## src/gat_pkg.sv

```systemverilog
package gat_pkg;

  localparam int DATA_WIDTH      = 8;
  localparam int NUM_FEATURE_OUT = 4;

  // Holds an 8x8 product summed over up to 16 terms
  localparam int WH_DATA_WIDTH   = 20;

  localparam int COEF_WIDTH      = 32;
  localparam int COL_IDX_WIDTH   = 6;

  // Slope of the leaky ReLU for negative scores
  localparam int LEAKY_SHIFT     = 3;

  // Signed scalar elements
  typedef logic signed [DATA_WIDTH-1:0]    data_t;
  typedef logic signed [WH_DATA_WIDTH-1:0] wh_data_t;

  typedef data_t    [NUM_FEATURE_OUT-1:0] w_row_t;
  typedef wh_data_t [NUM_FEATURE_OUT-1:0] wh_vec_t;

  // One nonzero of the sparse feature matrix
  typedef struct packed {
    data_t                    value;
    logic [COL_IDX_WIDTH-1:0] col;
    logic                     row_last;
    logic                     graph_last;
  } h_entry_t;

  typedef struct packed {
    wh_vec_t wh;
    logic    first_node;
    logic    graph_last;
  } wh_node_t;

  typedef struct packed {
    w_row_t src;
    w_row_t nbr;
  } attn_vec_t;

endpackage

```

## src/weight_loader.sv

```systemverilog
module weight_loader #(
  parameter int NUM_FEATURE_IN = 16
) (
  input  logic                                  clk,
  input  logic                                  rst_n,

  input  logic                                  wgt_vld_i,
  input  logic signed [gat_pkg::DATA_WIDTH-1:0] wgt_data_i,

  input  logic [gat_pkg::COL_IDX_WIDTH-1:0]     rd_col_i,
  output gat_pkg::w_row_t                       w_row_o,

  output gat_pkg::attn_vec_t                    attn_o,
  output logic                                  w_ready_o
);

  // W rows, then one src row and one nbr row
  localparam int NUM_WORDS = (NUM_FEATURE_IN + 2) * gat_pkg::NUM_FEATURE_OUT;
  localparam int CNT_W     = $clog2(NUM_WORDS + 1);
  localparam int ELEM_W    = $clog2(gat_pkg::NUM_FEATURE_OUT);
  localparam int ROW_W     = $clog2(NUM_FEATURE_IN);

  logic [CNT_W-1:0]        word_cnt;
  logic [CNT_W-ELEM_W-1:0] word_row;
  logic [ELEM_W-1:0]       word_elem;
  logic                    wr_en;

  gat_pkg::w_row_t         w_mem [NUM_FEATURE_IN];
  gat_pkg::attn_vec_t      attn_q;

  // Words after the load are dropped
  assign wr_en     = wgt_vld_i && !w_ready_o;
  assign word_row  = word_cnt[CNT_W-1:ELEM_W];
  assign word_elem = word_cnt[ELEM_W-1:0];

  always_ff @(posedge clk or negedge rst_n) begin
    if (!rst_n) begin
      word_cnt  <= '0;
      w_ready_o <= 1'b0;
    end else if (wr_en) begin
      word_cnt <= word_cnt + 1'b1;
      if (word_cnt == CNT_W'(NUM_WORDS - 1)) begin
        w_ready_o <= 1'b1;
      end
    end
  end

  // Row-major fill, rows past W go to the attention vectors
  always_ff @(posedge clk) begin
    if (wr_en) begin
      if (word_row < NUM_FEATURE_IN) begin
        w_mem[word_row[ROW_W-1:0]][word_elem] <= wgt_data_i;
      end else if (word_row == NUM_FEATURE_IN) begin
        attn_q.src[word_elem] <= wgt_data_i;
      end else begin
        attn_q.nbr[word_elem] <= wgt_data_i;
      end
    end
  end

  // Columns beyond the input features read as zero
  assign w_row_o = (rd_col_i < NUM_FEATURE_IN) ? w_mem[rd_col_i[ROW_W-1:0]] : '0;
  assign attn_o  = attn_q;

endmodule

```

## config.mk

```make
export PLATFORM = sky130hd
export DESIGN_NAME = weight_loader
export DESIGN_NICKNAME = d
export VERILOG_FILES = /design/src/gat_pkg.sv /design/src/weight_loader.sv
export SDC_FILE = /design/constraint.sdc
export NUM_CORES = 1
export LEC_CHECK = 0
export ABC_AREA = 1
export BUFFER_PORTS_ARGS = -buffer_cell sky130_fd_sc_hd__buf_2
export CORE_MARGIN = 2
export CORE_UTILIZATION = 45
export CTS_BUF_LIST = sky130_fd_sc_hd__clkbuf_4
export CTS_CLUSTER_SIZE = 10
export DETAILED_ROUTE_END_ITERATION = 8
export PLACE_DENSITY = 0.64
export SLEW_MARGIN = 15
export SYNTH_ARGS = -nofsm -noshare
export SYNTH_HDL_FRONTEND = slang
export SYNTH_SLANG_ARGS = --single-unit
```

## constraint.sdc

```tcl
create_clock -name clk -period 3.18 [get_ports clk]
set_clock_uncertainty 0.15 [all_clocks]
set_input_delay 0.636 -clock clk [delete_from_list [all_inputs] [get_ports clk]]
set_output_delay 0.636 -clock clk [all_outputs]
set_load 0.01 [all_outputs]
```

* Word level (Yosys, flattened, before mapping)
Memories as Yosys holds them, arrays and structs flattened.
Cells that the tools add are included.
** Storage, ports and cells
- Input bits :: 17
- Memories :: 1
- Memory bits (read-only) :: 0
- Flip-flop bits (word level) :: 72
- Bits in latches :: 0
- Output and inout bits :: 97
- Bits in writable memories :: 512
** Memory list
- w_mem :: depth 16, width 32, read ports 1, clocked after memory_dff 0, wr ports 1, RTL line weight_loader.sv:28 : gat_pkg::w_row_t w_mem [NUM_FEATURE_IN];
** Operators by class
- $lt $le $gt $ge :: 4
- Multiply operators :: 0
- Shifts and indexed selects :: 0
- Reduce and logical (&&, ||, !) cells :: 6
- $add $sub $neg :: 1
- Equal/unequal tests :: 2
- Bitwise logic cells :: 2
- Div/mod/pow operators :: 0
- Mux-type cells :: 8
** Operators with widths (number)
- $bwmux W32 :: 2
- $mux W32 :: 2
- $demux W8 S2 :: 1
- $mux W8 :: 1
- $add A7 B1 Y7 const B :: 1
- $eq A7 B7 Y1 const B :: 1
- $lt A6 B5 Y1 const B :: 1
- $reduce_and A3 Y1 :: 2
- $eq A5 B5 Y1 const B :: 1
- $lt A5 B5 Y1 const B :: 1
- $lt A2 B3 Y1 const B :: 1
- $ge A2 B1 Y1 const B :: 1
- $logic_and A1 B1 Y1 :: 2
- $mux W1 :: 2
- $not A1 Y1 :: 2
- $reduce_and A2 Y1 :: 1
- $logic_not A1 Y1 :: 1

* Longest topological paths before layout
- Word-level depth :: 5
- Depth in mapped cells :: 10
- Depth with buffers taken out :: 7

* Worst setup path before layout
No wires, ideal clock.
- Kind :: input port to output port
- Start :: input port rd_col_i[0] (netlist name)
- End :: output port w_row_o[24] (netlist name)
- Setup slack :: 0.822 ns
- Arrival :: 1.572 ns
- Path buffers :: 3
- Stages on the path :: 8
- Data required time :: 2.394 ns
- Cells stage by stage :: buf_6 buf_2 buf_2 nand2_1 nand3_1 nand3_1 nand3_1 a21oi_1
** RTL lines
- from (decl) :: RTL line weight_loader.sv:10 : input logic [gat_pkg::COL_IDX_WIDTH-1:0] rd_col_i,
- to (decl) :: RTL line weight_loader.sv:11 : output gat_pkg::w_row_t w_row_o,

==> results.yml <==
global_route:
  grt_pass1_wl_microns: 96400
  groute.usage.overall_pct: 22.9
  antenna_found_initial: 3
  grt_pass1_vias: 16700
  gr-total-overflow: 0
  grt_start_max_net_pins: 76
run:
  cap_violations: 0
clock_network:
  insertion_delay_ns: 0.99
  cts_max_level: 4
  cts.sinks: 584
  post_cts_buffers: 0
  cts_tree: "yes"
  cts_root_buf: "clkbuf_4"
  clk_path_buf_depth: 3
  numCtsBuffers: 152
  clk_pin_slew_ns: 0.07
place:
  dpl.cell_count: 3027
  port_buffers: 113
  globalplace.congestion: 0.838
  dp_hpwl_microns: 36800
drt:
  avgViaCountPerCell: 5.12
  num_vias: 16900
  ant_nets: 0
  initialDrtViolationCount: 1653
  drc: 0
  wl_microns: 63200
  drtPass1Iterations: 5
  wire_per_inst_microns: 19.2
floorplan:
  die_x_microns: 237
  io_pins: 114
  die_area_sq_mm: 0.0562
  rows: 85
  core-area_sq_mm: 0.0538
  initial_core_util_pct: 45.4
  die_h_microns: 237
sta:
  hold-worst-slack_ns: 0.0929
  maxSlewViolCount: 0
  max_freq_mhz: 327
  grt_setup_unrepaired: "no"
  max_slew_margin_pct: 36.1
  report.final.setup_viol: 0
  hold_viol: 0
  timing.final.crit_share_pct: 96.2
  tightestPinTransition_ns: 0.958
  finalCriticalPeriod_ns: 3.06
  tns_ns: 0
cells_and_area:
  fin_nets: 2513
  fillCellCount: 4671
  area_delta_synth_final_pct: 15.8
  final_cells: 3299
  drive_gt1_share_pct: 17.9
yosys:
  synth_cells: 2219
  ys_ff_latch: 584
  yosys_warnings: 0
  ys_types: 24
  seq_area_frac_synth_pct: 71.5
  syn-num-nets: 2240
  netlist_area_sq_mm: 0.0245
  syn_avg_cell_area_sq_um: 11.0
critical_path:
  end_kind: "output port"
  cp_common_cell: "nand3_1"
  cp.buffers_inverters: 2
  path_delay_family: "simple AND/OR/NAND/NOR gates"
  required_ns: 2.39
  crit_path_top_delay_cell: "edfxtp_1"
  critPathMaxFanout: 1
  path_cells: "inv_1 -> nand2_1 -> nand3_1 -> nand3_1 -> nand3_1 -> a21oi_2 -> buf_2"
  startpoint_type: "register"
  crit_arrival_ns: 2.27
  cpPeakStageDelay_ns: 0.33
  crit_type: "reg2out"
pwr:
  p_clk_share_pct: 40.7
  ir_drop_mv: 0.411
  p_int_w: 0.0121
  p_sw_w: 0.00362
  p_leak_nw: 11.9
  p_sw_share_pct: 23.1
  power_density_mw_per_mm2: 554
  combPwrFrac_pct: 5.4
  p_seq_share_pct: 53.9
outcome:
  outcome: "completed"
hold_path:
  holdCritPathClass: "in2reg"
## worst register-to-register path, stage by stage, from the launching register on
cell,delay (ns)
dfrtp_1,0.43
inv_1,0.10
nand2_1,0.18
nor2_1,0.22
nand2_1,0.37
nor2_1,0.76
## area by class of cell
cell class / count / area (sq um) / area share, %
Antenna cell: 3 / 7.51 / 0.0265
Clock buffer: 217 / 1630 / 5.75
Clock inverter: 45 / 269 / 0.950
Inverter: 275 / 1040 / 3.67
Multi-Input combinational cell: 1246 / 5210 / 18.4
Sequential cell: 584 / 17500 / 61.8
Tap cell: 696 / 871 / 3.07
Timing Repair Buffer: 233 / 1810 / 6.38
## final timing paths
check | start | to | slack, ns | depth (start not counted)
max in group asynchronous | rst_n | word_cnt[0] | 1.98 | 3
setup reg to reg | w_ready_o | w_mem[6][0] | 0.54 | 5
setup / recovery | w_mem[5][13] | w_row_o[13] | 0.12 | 7
hold / removal | wgt_data_i[3] | w_mem[2][27] | 0.09 | 1
hold reg to reg | word_cnt[2] | word_cnt[2] | 0.40 | 1
min in group asynchronous | rst_n | w_ready_o | 0.57 | 3
## metal layers
metal	wire [microns]	vias to the layer above	share of wire, %	GRT usage (%)
li1	-	7946	-	-
met1	26700	8045	42	31.1
met2	29200	791	46	35.4
met3	5660	121	8.9	5.86
met4	1680	0	2.7	9.40
met5	0	-	0	0
## power groups by stage
stage | clock [W] | combinational, W | sequential [W]
global route | 0.00691 | 0.000927 | 0.00844
floorplan | 0 | 0.000459 | 0.00862
global placement | 0 | 0.000828 | 0.00861
finish | 0.00639 | 0.000850 | 0.00845
CTS | 0.00653 | 0.000847 | 0.00845
detailed placement | 0 | 0.000836 | 0.00861
## placed cells by master, fill, tap and decap left out, types with 5 or more instances in the layout
| cell type | n |
|---|---|
| dlygate4sd3_1 | 7 |
| clkbuf_4 | 217 |
| buf_4 | 89 |
| dfrtp_1 | 8 |
| edfxtp_1 | 576 |
| inv_2 | 5 |
| buf_2 | 111 |
| nand3_1 | 322 |
| buf_12 | 25 |
| a21oi_1 | 30 |
| nand2_1 | 794 |
| inv_1 | 272 |
| clkinv_1 | 32 |
| nor2_1 | 82 |
## synth_stat cells, drive strengths merged
cell type  instances  share of area, %
nand2            795                12
edfxtp           576                71
nand3            322               6.6
inv              275               4.2
buf               95               2.7
nor2              82               1.3
a21oi             33              0.68
clkbuf            19              0.29
dfrtp              8              0.82
ha                 4              0.20
xor2               4              0.14
o21ai              2             0.041
nand4              1             0.026
nor4               1             0.051
o31ai              1             0.031
or2                1             0.026
## repair_timing
action	in CTS	in global routing
hold buffers	7	0
pin swaps	0	1
setup endpoints to repair	1	3
endpoints found under the hold margin	176	0
gates resized for setup	1	2
## metrics by stage
stage | total power [W] | setup WS, ns | cell area [sq um] | util [%]
after global placement | 0.00944 | 0.188 | 26300 | 49.0
after CTS | 0.0158 | 0.0470 | 28300 | 52.6
final | 0.0157 | 0.120 | 28300 | 52.6
after global routing | 0.0163 | 0.00585 | 28300 | 52.6
after floorplan | 0.00908 | 0.822 | 24500 | -
after detailed placement | 0.00945 | 0.147 | 26300 | 49.0
## sequential cells by signal (all words and copies together), names as in the netlist
name and flops:
word_cnt 7, w_ready_o 1, attn_o 64, w_mem 512
## cells by family (layout without fill, tap and decap cells)
| family | Yosys count | after routing | synth area share (%) |
|---|---|---|---|
| AO/OA/AOI/OAI | 36 | 36 | 0.747 |
| XOR/XNOR | 4 | 4 | 0.143 |
| flip-flops | 584 | 584 | 71.5 |
| AND/OR/NAND/NOR | 1202 | 1202 | 20.2 |
| other | 0 | 3 | 0 |
| buffers and inverters | 389 | 770 | 7.20 |
| adder cells (fa/ha/maj) | 4 | 4 | 0.205 |
Note: power is estimated with default switching activity, not from simulation.
