<file path="config.mk">
export PLATFORM = sky130hd
export DESIGN_NAME = dmvm_engine
export DESIGN_NICKNAME = d
export VERILOG_FILES = /design/src/gat_pkg.sv /design/src/dmvm_engine.sv
export SDC_FILE = /design/constraint.sdc
export NUM_CORES = 2
export LEC_CHECK = 0
export BUFFER_PORTS_ARGS = -buffer_cell sky130_fd_sc_hd__buf_2
export CORE_ASPECT_RATIO = 1.25
export CORE_UTILIZATION = 55
export DETAILED_ROUTE_END_ITERATION = 12
export HOLD_SLACK_MARGIN = 0.05
export PLACE_DENSITY = 0.78
export SLEW_MARGIN = 10
export SYNTH_ARGS = -nofsm -noshare
export SYNTH_HDL_FRONTEND = slang
export SYNTH_SLANG_ARGS = --single-unit
</file>
<file path="constraint.sdc">
create_clock -name clk -period 4.7 [get_ports clk]
set_input_delay 0.235 -clock clk [delete_from_list [all_inputs] [get_ports clk]]
set_output_delay 0.235 -clock clk [all_outputs]
set_load 0.05 [all_outputs]
</file>
<file path="src/gat_pkg.sv">
package gat_pkg;

  localparam int DATA_WIDTH      = 8;
  localparam int NUM_FEATURE_OUT = 4;

  // Holds an 8x8 product summed over up to 16 terms
  localparam int WH_DATA_WIDTH   = 20;

  localparam int COEF_WIDTH      = 32;
  localparam int COL_IDX_WIDTH   = 6;

  // Slope of the leaky ReLU for negative scores
  localparam int LEAKY_SHIFT     = 3;

  // Signed scalar elements
  typedef logic signed [DATA_WIDTH-1:0]    data_t;
  typedef logic signed [WH_DATA_WIDTH-1:0] wh_data_t;

  typedef data_t    [NUM_FEATURE_OUT-1:0] w_row_t;
  typedef wh_data_t [NUM_FEATURE_OUT-1:0] wh_vec_t;

  // One nonzero of the sparse feature matrix
  typedef struct packed {
    data_t                    value;
    logic [COL_IDX_WIDTH-1:0] col;
    logic                     row_last;
    logic                     graph_last;
  } h_entry_t;

  typedef struct packed {
    wh_vec_t wh;
    logic    first_node;
    logic    graph_last;
  } wh_node_t;

  typedef struct packed {
    w_row_t src;
    w_row_t nbr;
  } attn_vec_t;

endpackage

</file>
<file path="src/dmvm_engine.sv">
module dmvm_engine #(
  parameter int MAX_NODES = 8
) (
  input  logic                                  clk,
  input  logic                                  rst_n,

  input  logic                                  wh_vld_i,
  input  gat_pkg::wh_node_t                     wh_node_i,
  input  gat_pkg::attn_vec_t                    attn_i,

  output logic                                  coef_vld_o,
  output logic signed [gat_pkg::COEF_WIDTH-1:0] coef_o,
  output logic                                  graph_done_o,
  output logic [$clog2(MAX_NODES+1)-1:0]        node_count_o
);

  localparam int CNT_W = $clog2(MAX_NODES + 1);

  typedef logic signed [gat_pkg::COEF_WIDTH-1:0] score_t;

  function automatic score_t dot(input gat_pkg::w_row_t a, input gat_pkg::wh_vec_t v);
    score_t sum;
    sum = '0;
    for (int f = 0; f < gat_pkg::NUM_FEATURE_OUT; f++) begin
      sum = sum + a[f] * v[f];
    end
    return sum;
  endfunction

  logic             s1_vld;
  score_t           s1_src;
  score_t           s1_nbr;
  logic             s1_first;
  logic             s1_graph_last;

  score_t           src_hold;
  score_t           src_base;
  score_t           score;
  logic [CNT_W-1:0] node_cnt;
  logic [CNT_W-1:0] node_cnt_next;

  // Stage 1: both attention dot products
  always_ff @(posedge clk or negedge rst_n) begin
    if (!rst_n) begin
      s1_vld <= 1'b0;
    end else begin
      s1_vld <= wh_vld_i;
    end
  end

  always_ff @(posedge clk) begin
    if (wh_vld_i) begin
      s1_src        <= dot(attn_i.src, wh_node_i.wh);
      s1_nbr        <= dot(attn_i.nbr, wh_node_i.wh);
      s1_first      <= wh_node_i.first_node;
      s1_graph_last <= wh_node_i.graph_last;
    end
  end

  // First node scores against itself, so bypass the held value
  assign src_base      = s1_first ? s1_src : src_hold;
  assign score         = src_base + s1_nbr;
  assign node_cnt_next = s1_first ? CNT_W'(1) : node_cnt + 1'b1;

  // Stage 2: leaky ReLU and node count
  always_ff @(posedge clk or negedge rst_n) begin
    if (!rst_n) begin
      coef_vld_o   <= 1'b0;
      graph_done_o <= 1'b0;
      node_cnt     <= '0;
    end else begin
      coef_vld_o   <= s1_vld;
      graph_done_o <= s1_vld && s1_graph_last;
      if (s1_vld) begin
        node_cnt <= node_cnt_next;
      end
    end
  end

  always_ff @(posedge clk) begin
    if (s1_vld) begin
      if (s1_first) begin
        src_hold <= s1_src;
      end
      coef_o       <= (score < 0) ? (score >>> gat_pkg::LEAKY_SHIFT) : score;
      node_count_o <= node_cnt_next;
    end
  end

endmodule

</file>
# Yosys cells after proc, flatten, opt, wreduce, memory -nomap -nowiden
# Index checks and enable logic that the tools add are counted.
# classes
n_shift	0
n_bitwise	0
n_eq_ne	0
n_mux	3
n_addsub	8
n_mul	8
div_mod_pow	0
n_lt_le_gt_ge	1
reduce_logical	1
# ops
cell	count
8-bit by 20-bit multiplier with 28-bit output	8
30-bit by 28-bit adder with 31-bit output	2
29-bit by 28-bit adder with 30-bit output	2
28-bit by 28-bit adder with 29-bit output	2
32-bit adder	1
32-bit by 1-bit < comparator with 1-bit output (second input constant)	1
32-bit 2-to-1 mux	1
31-bit 2-to-1 mux	1
4-bit by 1-bit adder with 4-bit output (second input constant)	1
4-bit 2-to-1 mux	1
1-bit logical AND	1
# word_totals
latchBits	0
n_memories	0
rom_bits	0
wordCells	32
reg_bits	141
output_inout_bits	38
in_bits	149
mem_bits_rw	0

# Depth between registers and ports, before layout
# depth
ltp_word	4
ltp_mapped	27
depth_no_buf	26

# Worst setup path before layout
# OpenSTA, ideal clock, no wires.
# synth_timing
kind	input to register
from	input attn_i[56] (netlist bit)
to	register s1_src[27] (data pin)
required_ns	4.440
path_slack_ns	-2.489
cell_stages	25
n_path_buf	1
arrival_ns	6.929
setup_ns	0.260
cell_sequence	clkbuf_1 -> nand2_1 -> fa_1 -> inv_1 -> fa_1 -> inv_1 -> fa_1 -> inv_1 -> fa_1 -> fa_1 -> inv_1 -> fa_1 -> fa_1 -> inv_1 -> fa_1 -> ha_1 -> a21o_1 -> a21oi_1 -> o21ai_0 -> a221o_1 -> and2_1 -> a221oi_1 -> o21ai_0 -> a31oi_1 -> xnor2_1
# synth_via
elab_chain_cells	2
# synth_lines
element	line_no	source
start: declaration	dmvm_engine.sv:9	input gat_pkg::attn_vec_t attn_i,
8-bit by 20-bit multiplier with 28-bit output	dmvm_engine.sv:25	sum = sum + a[f] * v[f];
30-bit by 28-bit adder with 31-bit output	dmvm_engine.sv:25	
end signal: assignment	dmvm_engine.sv:53	s1_src <= dot(attn_i.src, wh_node_i.wh);
end: declaration	dmvm_engine.sv:31	score_t s1_src;
# Every way passes these cells.
# A chain may end at the register's enable or synchronous reset.

# Worst setup path in the final report
# layout_timing
from	input attn_i[35] (netlist bit)
to	register s1_src[27] (data pin)
# layout_via
elab_chain_cells	4
# layout_lines
element	line_no
8-bit by 20-bit multiplier with 28-bit output	dmvm_engine.sv:25
28-bit by 28-bit adder with 29-bit output	dmvm_engine.sv:25
29-bit by 28-bit adder with 30-bit output	dmvm_engine.sv:25
30-bit by 28-bit adder with 31-bit output	dmvm_engine.sv:25
# Every way passes these cells.

==> flow_summary_export.csv <==
group,metric,value,unit
status,failed_checks,"setup timing",
worst_setup_path,cp_common_cell,"fa_1",
final_layout,final_common_cell,"inv_1",
worst_setup_path,cp_cell_sequence,"buf_6 > nand2_1 > fa_1 > inv_1 > fa_1 > inv_1 > fa_1 > fa_2 > inv_1 > fa_1 > fa_1 > fa_1 > inv_1 > fa_1 > inv_2 > ha_4 > a2111oi_4 > o21ai_2 > a221o_1 > and2_4 > a221oi_4 > o21ai_2 > a31oi_1 > xnor2_1",
floorplan,die-area,96000,um2
final_layout,syn2layout_area_growth,20.5,%
routing,dr.pass1.iters,7,
placement,gp_congestion,1.01,
hold_path,min_path_type,"in -> async",
worst_setup_path,startpoint_type,"primary input",
synth,syn_nets,7196,
worst_setup_path,cp_slowest_stage_delay,0.73,ns
synth,synth_edf_count,132,
timing,finalHoldViolCount,0,
worst_setup_path,crit_path_max_fanout,13,
grt,grt_max_degree,39,
synth,yosysSeqAreaShare,7.94,%
synth,synth.distinct_cells,66,
final_layout,regArea,4140,um2
clocking,cts_tree,"done",
worst_setup_path,setup.worst_path.class,"in -> reg",
floorplan,core,93400,um2
worst_setup_path,cp.required,4.90,ns
clocking,clk_pin_slew_worst_paths,0.07,ns
timing,setup_slack,-2.12,ns
routing,drc_errors,0,
routing,wl_per_cell,23.0,um
routing,drt-initial-drc-count,2928,
clocking,root_buffer,"clkbuf_16",
placement,hpwl,141000,um
floorplan,start_util,55.8,%
timing,slew_viol_final,0,
worst_setup_path,crit_buf_inv,6,
timing,setup_viol,54,
worst_setup_path,crit_family,"adder cells",
timing,period_needed,6.82,ns
clocking,clock-sinks,139,
grt,grt_pass1_wl,250000,um
worst_setup_path,cp.arrival,7.01,ns
clocking,cts_buffers,17,
timing,skew,0.0213,ns
synth,ys.flop_type,"edfxtp_1",
placement,io_buffers,186,
floorplan,die_h,346,um
synth,synth-seq-cells,139,
synth,avgSynthCellArea,9.70,um2
routing,routed_wl,166000,um
job,drv_cap,0,
final_layout,drive_gt1_share,22.6,%
floorplan,row_count,125,
status,outcome,"finished, violations left",
synth,syn_inst,5372,
timing,rsz0062_at_grt,"true",
final_layout,fillers,6783,
final_layout,final_nets,7823,
routing,vias_per_cell,5.47,
final_layout,multi_input_area,43200,um2
timing,min_period_over_period,145,%
routing,route.vias.total,39500,
floorplan,die_w,277,um
synth,synth_area,52100,um2
clocking,htree_levels,4,
clocking,clk_latency,0.46,ns
floorplan,pin_count,187,
timing,fmax,0.147,GHz
grt,gr-total-overflow,0,
final_layout,layout_common_cells,"inv_1, fa_1, nand2_1, buf_4, and2_1",
synth,synthArstFlopShare,5.04,%
timing,fin_tns_setup,-79.57,ns
worst_setup_path,critPathSlowestCell,"fa_2",
grt,antenna_found_initial,9,
timing,worstMarginPinSlew,0.981,ns
clocking,clockBufferDepth,2,
worst_setup_path,endpoint_kind,"register",
timing,slew_headroom,34.6,%
grt,grt_pass1_vias,44100,
grt,track_usage,35.6,%
routing,final_antenna_net_count,0,
synth,yosysWarnings,0,
==> layout make-up <==
class | instances | area share (%)
Inverter | 1517 | 9.07
Clock inverter | 15 | 0.239
Clock buffer | 17 | 0.677
Antenna cell | 5 | 0.0199
Tap cell | 1206 | 2.40
Timing Repair Buffer | 831 | 12.2
Multi-Input combinational cell | 3493 | 68.8
Sequential cell | 139 | 6.59
==> cells in the mapped netlist (38+ instances only) <==
master | instances | area share, %
inv_1 | 1517 | 11
ha_1 | 302 | 7.3
fa_1 | 1373 | 53
nor2_1 | 66 | 0.48
a21oi_1 | 63 | 0.61
clkbuf_1 | 209 | 1.5
nor2b_1 | 38 | 0.46
and2_1 | 438 | 5.3
xnor2_1 | 80 | 1.3
edfxtp_1 | 132 | 7.6
o21ai_0 | 40 | 0.38
nand2_1 | 719 | 5.2
nand2b_1 | 112 | 1.3
==> registers in the layout (all words and copies together) (netlist names) <==
signal and flops:
coef_o 32, src_hold 32, s1_nbr 31, s1_src 31
node_cnt 4, node_count_o 4, coef_vld_o 1, graph_done_o 1
s1_first 1, s1_graph_last 1, s1_vld 1
==> repair_timing <==
action                                 CTS  global route
cloned                                   3             6
buffers inserted                        33            45
pin swaps                              179           181
endpoints found under the hold margin    9             0
gates resized for setup                433           319
hold buffers                             3             0
setup endpoints to repair               54            54
==> stage by stage <==
stage | setup slack (ns) | hold WS [ns] | std cells | util [%] | instance area [um2]
6_report | -2.12 | 0.151 | 7223 | 67.2 | 62800
5_1_grt | -2.33 | 0.166 | 7219 | 67.2 | 62800
4_1_cts | -1.90 | 0.145 | 7171 | 65.7 | 61300
3_5_place_dp | -2.69 | 0.0788 | 7111 | 63.1 | 58900
3_3_place_gp | -2.61 | 0.0769 | 7111 | 63.1 | 58900
2_1_floorplan | -1.92 | -0.0606 | 5372 | - | 53500
==> worst register-to-register path, delay by kind of cell, from the launching register on <==
family | cells | cell delay [ns]
multiplexers | 2 | 0.86
buffers and inverters | 1 | 0.23
AO/OA/AOI/OAI | 6 | 1.94
AND/OR/NAND/NOR | 2 | 0.31
flip-flops | 1 | 0.38
adder cells (fa/ha/maj) | 1 | 0.39
==> per-layer routing <==
metal | share of wire [%] | vias up | track usage [%] | wire length, um
met5 | 0.014 | - | 0 | 23
met2 | 49 | 2073 | 59.9 | 82300
met3 | 6.5 | 838 | 4.54 | 10900
met4 | 14 | 4 | 38.5 | 22600
li1 | - | 16600 | - | -
met1 | 30 | 20000 | 36.9 | 50700
==> worst paths after layout <==
kind,start,end,slack (ns),cells after the start
min,rst_n,node_cnt[3],0.15,2
max reg2reg,s1_first,coef_o[0],0.34,12
min in group clk,attn_i[0],s1_nbr[0],0.41,3
max in group asynchronous,rst_n,s1_vld,4.38,2
max,attn_i[35],s1_src[27],-2.12,24
min reg2reg,s1_graph_last,graph_done_o,0.47,1
==> logic make-up after synthesis <==
| logic type | count (synthesis) | synth area share (%) |
|---|---|---|
| buffers and inverters | 1740 | 12.6 |
| adders and majority gates | 1675 | 60.0 |
| and+or+nand+nor | 1433 | 13.4 |
| AOI/OAI and AO/OA | 217 | 2.77 |
| DFF | 139 | 7.94 |
| xor gates and xnor gates | 105 | 1.76 |
| muxes | 63 | 1.53 |
Power is not shown: default switching activity piles up to over one toggle a cycle in this logic, so the estimate is an artifact.
