$ cat src/gat_pkg.sv
package gat_pkg;

  localparam int DATA_WIDTH      = 8;
  localparam int NUM_FEATURE_OUT = 4;

  // Holds an 8x8 product summed over up to 16 terms
  localparam int WH_DATA_WIDTH   = 20;

  localparam int COEF_WIDTH      = 32;
  localparam int COL_IDX_WIDTH   = 6;

  // Slope of the leaky ReLU for negative scores
  localparam int LEAKY_SHIFT     = 3;

  // Signed scalar elements
  typedef logic signed [DATA_WIDTH-1:0]    data_t;
  typedef logic signed [WH_DATA_WIDTH-1:0] wh_data_t;

  typedef data_t    [NUM_FEATURE_OUT-1:0] w_row_t;
  typedef wh_data_t [NUM_FEATURE_OUT-1:0] wh_vec_t;

  // One nonzero of the sparse feature matrix
  typedef struct packed {
    data_t                    value;
    logic [COL_IDX_WIDTH-1:0] col;
    logic                     row_last;
    logic                     graph_last;
  } h_entry_t;

  typedef struct packed {
    wh_vec_t wh;
    logic    first_node;
    logic    graph_last;
  } wh_node_t;

  typedef struct packed {
    w_row_t src;
    w_row_t nbr;
  } attn_vec_t;

endpackage

$ cat src/spmm_engine.sv
module spmm_engine (
  input  logic                              clk,
  input  logic                              rst_n,

  input  logic                              h_vld_i,
  input  gat_pkg::h_entry_t                 h_entry_i,
  input  logic                              w_ready_i,

  output logic [gat_pkg::COL_IDX_WIDTH-1:0] rd_col_o,
  input  gat_pkg::w_row_t                   w_row_i,

  output logic                              wh_vld_o,
  output gat_pkg::wh_node_t                 wh_node_o
);

  logic             accept;
  logic             first_pend;

  logic             s1_vld;
  gat_pkg::data_t   s1_value;
  gat_pkg::w_row_t  s1_w_row;
  logic             s1_row_last;
  logic             s1_graph_last;
  logic             s1_first;

  gat_pkg::wh_vec_t acc;
  gat_pkg::wh_vec_t acc_sum;

  // Entries before the weights are loaded are dropped
  assign accept   = h_vld_i && w_ready_i;
  assign rd_col_o = h_entry_i.col;

  // Stage 1: entry plus its W row
  always_ff @(posedge clk or negedge rst_n) begin
    if (!rst_n) begin
      s1_vld     <= 1'b0;
      first_pend <= 1'b1;
    end else begin
      s1_vld <= accept;
      // Next row opens a new subgraph after graph_last
      if (accept && h_entry_i.row_last) begin
        first_pend <= h_entry_i.graph_last;
      end
    end
  end

  always_ff @(posedge clk) begin
    if (accept) begin
      s1_value      <= h_entry_i.value;
      s1_w_row      <= w_row_i;
      s1_row_last   <= h_entry_i.row_last;
      s1_graph_last <= h_entry_i.graph_last;
      s1_first      <= first_pend;
    end
  end

  // Stage 2: multiply-accumulate per output feature
  always_comb begin
    for (int f = 0; f < gat_pkg::NUM_FEATURE_OUT; f++) begin
      acc_sum[f] = acc[f] + s1_value * s1_w_row[f];
    end
  end

  always_ff @(posedge clk or negedge rst_n) begin
    if (!rst_n) begin
      acc      <= '0;
      wh_vld_o <= 1'b0;
    end else begin
      wh_vld_o <= s1_vld && s1_row_last;
      if (s1_vld) begin
        // Row done, start the next one from zero
        acc <= s1_row_last ? '0 : acc_sum;
      end
    end
  end

  always_ff @(posedge clk) begin
    if (s1_vld && s1_row_last) begin
      wh_node_o.wh         <= acc_sum;
      wh_node_o.first_node <= s1_first;
      wh_node_o.graph_last <= s1_graph_last;
    end
  end

endmodule

$ cat config.mk
export PLATFORM = sky130hd
export DESIGN_NAME = spmm_engine
export DESIGN_NICKNAME = d
export VERILOG_FILES = /design/src/gat_pkg.sv /design/src/spmm_engine.sv
export SDC_FILE = /design/constraint.sdc
export NUM_CORES = 1
export LEC_CHECK = 0
export BUFFER_PORTS_ARGS = -buffer_cell sky130_fd_sc_hd__clkbuf_2
export CORE_MARGIN = 10
export CORE_UTILIZATION = 60
export CTS_CLUSTER_DIAMETER = 150
export CTS_CLUSTER_SIZE = 28
export DETAILED_ROUTE_END_ITERATION = 6
export HOLD_SLACK_MARGIN = 0.06
export PLACE_DENSITY = 0.88
export SETUP_SLACK_MARGIN = 0.4
export SYNTH_ARGS = -nofsm -noshare
export SYNTH_HDL_FRONTEND = slang
export SYNTH_SLANG_ARGS = --single-unit
export TNS_END_PERCENT = 100
$ cat constraint.sdc
create_clock -name clk -period 7.9 [get_ports clk]
set_input_delay 0.395 -clock clk [delete_from_list [all_inputs] [get_ports clk]]
set_output_delay 0.395 -clock clk [all_outputs]
set_load 0.03 [all_outputs]
* Word level (Yosys, flattened, before mapping)
Cells that the tools add are included.
Word-level totals: register bits 208, word-level logic and storage cells 33, input bits 52, output and inout bits 89
Operators by class: multiplexer cells 1, reduce and logical (&&, ||, !) cells 3, multiply operators 4, add/subtract/negate cells 4
Operator list (count):
- 20-bit by 16-bit adder with 20-bit output | 4
- 80-bit two-way mux | 1
- 8-bit by 8-bit multiplier with 16-bit output | 4
- 1-bit logical AND | 3

* Depth between registers and ports, before layout
Gate-level depths: netlist of run 1.
depth after elaboration 3, depth in mapped cells 21, gate-level depth less buffers 20

* Least setup slack after synthesis of run 1
Ideal clock, no wire load.
path kind register -> register, start point register s1_value[7], end point register acc[16] (netlist name), arrival 5263 ps, path buffers 1, setup slack 2516 ps, setup time 121 ps, cell stages (with the launch flop) 17, period minus slack after synthesis 5384 ps, data required time 7779 ps, cells stage by stage edfxtp_1 > clkbuf_1 > and2_1 > inv_1 > fa_1 > inv_1 > fa_1 > fa_1 > fa_1 > fa_1 > ha_1 > o21ai_1 > a21oi_1 > or3_1 > a211o_1 > a211o_1 > a22o_1
RTL lines:
- start, declared | line spmm_engine.sv:20 | gat_pkg::data_t s1_value;
- start signal, assigned | line spmm_engine.sv:49 | s1_value <= h_entry_i.value;
- end signal, assigned | line spmm_engine.sv:72 | acc <= s1_row_last ? '0 : acc_sum;
- end, declared | line spmm_engine.sv:26 | gat_pkg::wh_vec_t acc;

==> results of run 1 <==
[synth_stat cells, drive strengths merged (22+ instances only)]
cell type / count
nand2: 115
dfrtp: 82
inv: 366
clkbuf: 44
edfxtp: 125
nand3: 23
a21oi: 37
a22o: 46
xor2: 22
o21ai: 50
ha: 184
xnor2: 61
and2: 132
a21o: 23
nor2: 43
fa: 352
[per-stage QoR]
stage,cells,hold WS (ns),utilization,setup WS [ns],area [µm²]
2_1_floorplan,1848,0.0994,-,2.52,21000
3_3_place_gp,2393,0.309,0.641,2.20,22100
3_5_place_dp,2393,0.312,0.641,1.87,22100
4_1_cts,2417,0.0603,0.652,1.86,22500
5_1_grt,2422,0.0601,0.654,1.52,22600
6_report,2422,0.0652,0.654,1.86,22600
[layer usage]
layer	vias up	track usage	share of wire
met3	94	0.0316	0.068
li1	6081	-	-
met5	-	0	0
met2	515	0.376	0.50
met4	0	0.0569	0.026
met1	7135	0.297	0.41
[layout make-up]
type	instances	share of cell area
Timing Repair Buffer	154	0.0385
Clock buffer	16	0.0130
Multi-Input combinational cell	1218	0.603
Tap cell	455	0.0252
Inverter	370	0.0615
Sequential cell	208	0.258
Clock inverter	1	0.000721
[worst max-delay path, stage by stage (launching register included)]
cell      delay, ns
edfxtp_1       0.35
buf_4          0.33
and2_1         0.74
inv_1          0.13
fa_1           0.52
inv_1          0.06
fa_1           0.49
fa_1           0.56
fa_1           0.43
fa_1           0.45
ha_1           0.34
o21ai_0        0.14
o31ai_2        0.51
a311oi_2       0.24
o21ai_1        0.17
a31o_1         0.17
xor2_1         0.19
a22o_1         0.16
[worst max-delay path by stage]
| stage | start | end | slack (ns) | cells past startpoint |
|---|---|---|---|---|
| finish | s1_value[7]$_DFFE_PP_ | acc[19]$_DFFE_PN0P_ | 1.86 | 17 |
| global route | s1_value[7]$_DFFE_PP_ | acc[19]$_DFFE_PN0P_ | 1.52 | 17 |
| CTS | s1_value[7]$_DFFE_PP_ | acc[19]$_DFFE_PN0P_ | 1.86 | 17 |
| detailed placement | s1_value[7]$_DFFE_PP_ | acc[16]$_DFFE_PN0P_ | 1.87 | 16 |
| global placement | s1_value[7]$_DFFE_PP_ | acc[16]$_DFFE_PN0P_ | 2.20 | 16 |
| floorplan | s1_value[7]$_DFFE_PP_ | acc[16]$_DFFE_PN0P_ | 2.52 | 16 |
[registers in the layout, summed over array words and instances, names as in the netlist]
name / cells
s1_vld: 1
acc: 80
wh_vld_o: 1
first_pend: 1
s1_value: 8
wh_node_o: 82
s1_w_row: 32
s1_graph_last: 1
s1_first: 1
s1_row_last: 1
[kinds of logic after synthesis]
kind of cell,Yosys count
compound gates,223
fa+ha+maj,536
buf+inv,422
simple gates,374
xor+xnor,83
flops,208
mux,2
[placed cells by master (no fill, tap or decap), types with 6 or more instances in the layout]
| cell type | instances |
|---|---|
| inv_1 | 366 |
| fa_1 | 352 |
| ha_1 | 184 |
| and2_1 | 129 |
| clkbuf_2 | 127 |
| edfxtp_1 | 125 |
| nand2_1 | 115 |
| dfrtp_1 | 81 |
| xnor2_1 | 61 |
| o21ai_0 | 47 |
| a22o_1 | 46 |
| nor2_1 | 41 |
| a21oi_1 | 37 |
| nand3_1 | 23 |
| a21o_1 | 23 |
| xor2_1 | 22 |
| nor2b_1 | 19 |
| buf_4 | 15 |
| nand2b_1 | 12 |
| dlygate4sd3_1 | 12 |
| clkbuf_16 | 11 |
| a31o_2 | 10 |
| a211oi_1 | 9 |
| and3_1 | 9 |
| nor3_1 | 8 |
| o21a_1 | 7 |
| o21bai_1 | 6 |
| a31oi_1 | 6 |
==> impl_results.md, run 1 <==
* Via count at 13,800
* Clock Sink Count at 208
* DPL Wire Length at 35.7 mm
* Initial core utilization at 0.609
* Final wirelength at 46.9 mm
* Endpoints failing hold at 0
* Hold depth at 1
* Diodes inserted at 0
* Buffers on Ports at 128
* Reg-to-Reg End: acc[19]$_DFFE_PN0P_
* Synth cell types at 59
* Area contributors post-synth: fa_1 (34%), edfxtp_1 (18%), ha_1 (11%)
* Die ar. at 42,900 µm²
* Final Max Slew Viols at 0
* Reg-to-reg startpoint: s1_value[7]$_DFFE_PP_
* Die Span Y at 207 µm
* #FFs+latches synth at 208
* Number of max-cap violations at 0
* Async SR Flop Fraction at 0.399
* Setup-failing EPs final at 0
* GR Util All Layers at 0.223
* Vias in the first global route at 15,400
* Worst r2r path cells at 17
* Fin crit share at 0.765
* Critical Path AT at 6.49 ns
* Global-route wire length before repair at 78.9 mm
* Syn Area/Cell at 11.4 µm²
* Nets at 2,551
* Largest net degree at the start of global routing at 65
* Clock Path Buffers at 3
* H-tree Lvls at 1
* DR WL/cell at 19.3 µm
* Post-Synth XOR/XNOR Area at 0.0346
* Hold crit path type: in -> reg
* Post-synthesis compound-gate area fraction at 0.0749
* Synth-to-layout area growth at 7.36%
* Final ANT Viol Nets at 0
* EDFF count, synth at 125
* Iteration-0 DRC Markers at 1,063
* RePlAce Congestion at 0.919
* Worst Setup Start Kind: register
* Sequential cell area at 5830 µm²
* # resized after CTS at 0
* Required time of the worst setup path at 8.35 ns
* Main flop type after synthesis: edfxtp_1
* Share of the synthesized area in the top cell type at 0.335
* Cts hold-fix bufs at 7
* Multi-input logic area at 13,600 µm²
* Mux contribution to synthesized area at 0.00101
* Core ar. at 34,500 µm²
* Synth warnings at 0
* Floorplan row count at 68
* Min Tclk post-route at 6.04 ns
* Simple-gate share of the synthesized area at 0.0911
* Max_slew headroom at 0.222
* CP max FO at 32
* Chip width at 207 µm
* Worst skew pair latency at 0.50 ns
* DRT Pass-1 Iters at 6
* CTS tree: yes
* Gr ovfl total at 0
* Largest family of logic cells by synthesized area: adder cells
* Share of cells above drive strength 1 at 0.0910
* Root Buffer: clkbuf_16
* RSZ-0062 raised after global routing: no
* Max Clk Rate at 166 MHz
* Post-Syn Instances at 1,848
* Cell area after synthesis at 21,000 µm²
* R2R Setup Slk at 1.86 ns
* DRC at 0
* Clock Skew at 0.0409 ns
* Area leader, netlist: fa_1
* Adder-Cell Fraction of Synth Area at 0.445
* Setup Fix Bufs, Post-CTS at 0
* Worst Hold Endpoint: s1_w_row[12]$_DFFE_PP_
* Vias/cell at 5.71
* Layout fillers at 2,582
* Cts bufs inserted at 11
* Slew at the pin closest to its max-slew limit at 1.17 ns
* Clk pin slew, worst setup/hold paths at 0.12 ns
* Sequential-to-total area share from yosys stat at 0.277
* HP Start: w_row_i[12]
* Syn Nets at 2,436
* Initial antenna violation count at 0
* Worst Setup End Kind: register
* Setup TNS at 0 ns
* Status: complete, no violations
* Total I/O pin count at 141
* Crit Path Class: reg -> reg
Power of run 1 is left out: the tool's default activity adds up to more than one toggle a clock period on the data nets, which glitch-free logic cannot reach.
==> run 2: changes to the inputs <==
- clock period: 7.9 -> 5.75 ns (I/O delays scaled with it)
==> run 2 against run 1 <==
  * Critical path depth is 3 higher
  * Routed wire length is 14% higher
  * Global-route usage is 0.68 points higher
  * Clock skew is 0.0034 ns lower
  * Cell count is 3.6% higher
  * Highest routed layer unchanged
  * Register-to-register slack worse by 1.5 ns
==> impl_results.md, run 2 (same netlist as run 1, synthesis figures left out) <==
* Status: complete, no violations
* Die ar. at 42,900 µm² (unchanged)
* Reg-to-reg startpoint: s1_value[6]$_DFFE_PP_
* Reg with most FFs: wh_node_o
* Root Buffer: clkbuf_16
* Setup-failing EPs final at 0 (unchanged)
* Slew at the pin closest to its max-slew limit at 0.866 ns (-0.301 ns)
* Setup TNS at 0 ns (unchanged)
* Non-filler instance count after layout at 2,508 (+3.6%)
* Core ar. at 34,500 µm² (unchanged)
* Final wirelength at 53.4 mm (+14%)
* Critical Path AT at 5.73 ns (-0.76 ns)
* Total I/O pin count at 141 (unchanged)
* Chip width at 207 µm (unchanged)
* Required time of the worst setup path at 6.11 ns (-2.24 ns)
* Clk pin slew, worst setup/hold paths at 0.12 ns (about the same)
* Vias in the first global route at 16,000 (+3.4%)
* DRC at 0 (unchanged)
* Hold crit path type: in -> async
* Crit Path Class: reg -> reg
* Most frequent cells in the layout: inv_1 (366), fa_1 (347), ha_1 (171)
* DR WL/cell at 21.3 µm (+10%)
* Buffers on Ports at 128 (unchanged)
* Largest net degree at the start of global routing at 61 (-6.2%)
* Number of max-cap violations at 0 (unchanged)
* Cts bufs inserted at 11 (unchanged)
* RSZ-0062 raised after global routing: yes
* H-tree Lvls at 1 (unchanged)
* Dpl cells at 2,412 (+0.79%)
* DPL Wire Length at 37.2 mm (+4.3%)
* Floorplan row count at 68 (unchanged)
* Final Util at 0.686 (+0.0329)
* Commonest non-fill, non-tap cell in the layout: inv_1
* Worst skew pair latency at 0.50 ns (about the same)
* Worst Setup End Kind: register
* Max Clk Rate at 186 MHz (+12%)
* CTS tree: yes
* R2R Setup Slk at 0.38 ns (-1.48 ns)
* Die Span Y at 207 µm (unchanged)
* Synth-to-layout area growth at 12.8%
* Clock Skew at 0.0375 ns (-0.00341 ns)
* Clock Path Buffers at 3 (unchanged)
* Reg-to-Reg End: acc[78]$_DFFE_PN0P_
* Final ANT Viol Nets at 0 (unchanged)
* Clock Sink Count at 208 (unchanged)
* Share of cells above drive strength 1 at 0.136 (+0.0455)
* CP max FO at 9 (-72%)
* Worst r2r path cells at 20 (+3)
* Nets at 2,636 (+3.3%)
* Vias/cell at 5.90 (+3.4%)
* Gr ovfl total at 0 (unchanged)
* Endpoints failing hold at 0 (unchanged)
* Biggest regs: wh_node_o (82), acc (80), s1_w_row (32)
* Initial antenna violation count at 1 (+1)
* Max reg flops at 82 (unchanged)
* Via count at 14,800 (+7.1%)
* Fin crit share at 0.934 (+0.169)
* Worst Setup Start Kind: register
* Min Tclk post-route at 5.37 ns (-0.671 ns)
* GR Util All Layers at 0.230 (+0.00683)
* Initial core utilization at 0.609 (unchanged)
* RePlAce Congestion at 0.907 (-1.3%)
* Max_slew headroom at 0.421 (+0.199)
* Final Max Slew Viols at 0 (unchanged)
* DRT Pass-1 Iters at 6 (unchanged)
* Global-route wire length before repair at 81.7 mm (+3.4%)
* Iteration-0 DRC Markers at 1,644 (+55%)
run 2: area by class of cell:
cell class / instances / area [µm²]
Sequential cell: 208 / 5830
Inverter: 370 / 1390
Timing Repair Buffer: 239 / 1700
Tap cell: 455 / 569
Antenna cell: 1 / 2.50
Clock inverter: 1 / 16.3
Fill cell: 2245 / 10800
Clock buffer: 16 / 294
Multi-Input combinational cell: 1218 / 13900
run 2: worst max path at each step:
stage | depth (start not counted) | from | slack (ns) | end
after floorplan | 16 | s1_value[7]$_DFFE_PP_ | 0.42 | acc[72]$_DFFE_PN0P_
after CTS | 17 | s1_value[7]$_DFFE_PP_ | 0.41 | acc[78]$_DFFE_PN0P_
after global routing | 19 | s1_value[7]$_DFFE_PP_ | 0.24 | acc[17]$_DFFE_PN0P_
final | 20 | s1_value[6]$_DFFE_PP_ | 0.38 | acc[78]$_DFFE_PN0P_
after global placement | 18 | s1_value[7]$_DFFE_PP_ | 0.41 | acc[19]$_DFFE_PN0P_
after detailed placement | 18 | s1_value[7]$_DFFE_PP_ | 0.26 | acc[19]$_DFFE_PN0P_
run 2: worst max-delay path: stages (launching register included):
cell	delay (ns)
edfxtp_1	0.40
buf_4	0.19
buf_4	0.19
and2_1	0.20
fa_1	0.54
inv_1	0.06
fa_1	0.50
inv_1	0.05
fa_1	0.51
inv_1	0.07
fa_1	0.51
inv_1	0.06
ha_1	0.20
ha_1	0.39
or2_2	0.37
nand3_1	0.12
o21ai_0	0.14
a21oi_2	0.22
o21ai_0	0.14
xor2_1	0.18
a22o_1	0.20
run 2: routing by layer:
| layer | share of wire | track usage |
|---|---|---|
| met2 | 0.48 | 0.376 |
| met5 | 0 | 0 |
| met4 | 0.054 | 0.0823 |
| met1 | 0.38 | 0.303 |
| met3 | 0.089 | 0.0391 |
run 2: per-stage QoR:
step | area (µm²) | hold WS, ns | setup WS, ns
final | 23700 | 0.340 | 0.379
after global routing | 23700 | 0.391 | 0.243
after CTS | 23100 | 0.359 | 0.410
after detailed placement | 22300 | 0.340 | 0.255
after global placement | 22300 | 0.331 | 0.409
after floorplan | 21000 | -0.00809 | 0.419
run 2: what timing repair did:
item / in CTS / in global routing
endpoints found under the setup margin: 24 / 55
setup buffers: 3 / 30
hold buffers: 43 / 0
gates cloned: 0 / 2
pin swaps: 3 / 25
endpoints found under the hold margin: 81 / 0
gates resized for setup: 12 / 58
Power of run 2 is left out for the same reason.
==> run 3: changes to the inputs <==
- PLACE_DENSITY: 0.88 -> 0.78
==> run 3 against run 2 <==
  * Design area is 0.54% lower
  * Register-to-register slack better by 0.05 ns
  * Cell count is 0.60% lower
  * Clock-buffer cell count is 1 lower
  * Largest cell class unchanged
==> impl_results.md, run 3 (same netlist as run 1, synthesis figures left out) <==
* Status: complete, no violations
* Worst Setup Start Kind: register
* Hold crit path type: in -> async
* Initial core utilization at 0.609 (unchanged)
* Max_slew headroom at 0.401 (-0.0200)
* DR WL/cell at 19.1 µm (-10%)
* CP peak stage delay at 0.58 ns (+0.04 ns)
* Number of max-cap violations at 0 (unchanged)
* Max Clk Rate at 188 MHz (+0.87%)
* Iteration-0 DRC Markers at 890 (-46%)
* DRT Pass-1 Iters at 7 (+1)
* Buffers on Ports at 128 (unchanged)
* Root Buffer: clkbuf_16
* Final Max Slew Viols at 0 (unchanged)
* Final ANT Viol Nets at 0 (unchanged)
* RePlAce Congestion at 0.881 (-2.8%)
* Gr ovfl total at 0 (unchanged)
* Endpoints failing hold at 0 (unchanged)
* Clk pin slew, worst setup/hold paths at 0.12 ns (about the same)
* Chip width at 207 µm (unchanged)
* Share of cells above drive strength 1 at 0.130 (-0.00636)
* Final hold slack at 0.243 ns (-0.0972 ns)
* Synth-to-layout area growth at 12.2%
* CP max FO at 8 (-1)
* Clock Path Buffers at 3 (unchanged)
* Vias in the first global route at 15,200 (-4.6%)
* DRC at 0 (unchanged)
* Max reg flops at 82 (unchanged)
* Core ar. at 34,500 µm² (unchanged)
* Initial antenna violation count at 1 (unchanged)
* CP bufs+invs at 2 (-4)
* Crit Path Class: reg -> reg
* Critical Path AT at 5.71 ns (-0.02 ns)
* Via count at 13,900 (-6.2%)
* Most common cell on crit path: fa_1
* H-tree Lvls at 1 (unchanged)
* Total I/O pin count at 141 (unchanged)
* Global-route wire length before repair at 79.2 mm (-3.0%)
* Largest net degree at the start of global routing at 84 (+38%)
* Fin crit share at 0.926 (-0.00806)
* Clock Skew at 0.0287 ns (-0.00884 ns)
* Slew at the pin closest to its max-slew limit at 0.898 ns (+0.0320 ns)
* RSZ-0062 raised after global routing: yes
* Die ar. at 42,900 µm² (unchanged)
* CTS tree: yes
* Final wirelength at 47.6 mm (-11%)
* Reg with most FFs: wh_node_o
* Most frequent cells in the layout: inv_1 (366), fa_1 (349), ha_1 (173)
* Floorplan row count at 68 (unchanged)
* GR Util All Layers at 0.224 (-0.00544)
* Setup-failing EPs final at 0 (unchanged)
* Clock Sink Count at 208 (unchanged)
* DPL Wire Length at 35.7 mm (-4.1%)
* Setup TNS at 0 ns (unchanged)
* Required time of the worst setup path at 6.14 ns (+0.03 ns)
* Worst Setup End Kind: register
* Worst skew pair latency at 0.50 ns (about the same)
* Biggest regs: wh_node_o (82), acc (80), s1_w_row (32)
* CP top delay family: adder cells
* Critical-path cell list: and2_1, fa_1, inv_1, fa_1, inv_1, fa_1, fa_1, ha_1, ha_4, and3_1, a221o_1, a311oi_2, o21ai_1, a31o_1, xor2_1, a22o_1
* Vias/cell at 5.57 (-5.6%)
* Commonest non-fill, non-tap cell in the layout: inv_1
* Slowest CP cell: edfxtp_1
* Nets at 2,621 (-0.57%)
* Min Tclk post-route at 5.32 ns (-0.0463 ns)
* Cts bufs inserted at 11 (unchanged)
* Die Span Y at 207 µm (unchanged)
-- run 3: changes by cell type in the layout (fill, tap and decap cells not counted), moves of 2 or more --
cell	delta
ha_1	+2
clkbuf_16	-2
buf_4	-15
nor2_2	+2
a211oi_1	+2
fa_2	-2
nor2_1	-2
a211oi_2	-2
fa_1	+2
-- run 3: worst paths after layout --
path,startpoint,end,slack [ns],depth (start not counted)
max,s1_w_row[5]$_DFFE_PP_,acc[19]$_DFFE_PN0P_,0.43,16
min,rst_n,acc[76]$_DFFE_PN0P_,0.24,2
max reg2reg,s1_w_row[5]$_DFFE_PP_,acc[19]$_DFFE_PN0P_,0.43,16
min reg2reg,s1_first$_DFFE_PP_,wh_node_o[1]$_DFFE_PP_,0.45,0
max in group asynchronous,rst_n,s1_vld$_DFF_PN0_,4.21,3
min in group clk,s1_first$_DFFE_PP_,wh_node_o[1]$_DFFE_PP_,0.45,0
-- run 3: per-stage QoR --
step | setup slack, ns | std cells | util | area, µm²
global placement | 0.347 | 2413 | 0.648 | 22400
global route | 0.302 | 2493 | 0.683 | 23600
floorplan | 0.419 | 1848 | - | 21000
detailed placement | 0.163 | 2413 | 0.648 | 22400
finish | 0.425 | 2493 | 0.683 | 23600
CTS | 0.384 | 2482 | 0.672 | 23200
-- run 3: per-layer routing --
layer	track usage	wire, µm	vias up
li1	-	-	6234
met1	0.307	20400	7163
met2	0.360	22700	409
met3	0.0378	3060	86
met4	0.0682	1420	0
met5	0	0	-
-- run 3: worst reg2reg max path: cells and delay by family, from the launching register on --
kind                     cells  cell delay (ns)
adder cells (fa/ha/maj)      6             2.52
AO/OA/AOI/OAI                5             1.38
flip-flops                   1             0.58
AND/OR/NAND/NOR              2             0.47
XOR/XNOR                     1             0.18
buffers and inverters        2             0.10
-- run 3: repair_timing --
item / in CTS / in global routing
endpoints found under the setup margin: 39 / 48
pin swaps: 1 / 16
hold buffers: 43 / 0
setup buffers: 9 / 10
endpoints found under the hold margin: 69 / 0
resized for setup: 3 / 62
-- run 3: area by class of cell --
class                   count  area (µm²)
diodes                      1        2.50
clock buffers              15         290
clock inverters             2        21.3
fillers                  2547       11000
inverters                 370        1390
multi-input cells        1218       13900
flip-flops and latches    208        5830
well taps                 455         569
repair buffers            224        1570
Power of run 3 is left out for the same reason.
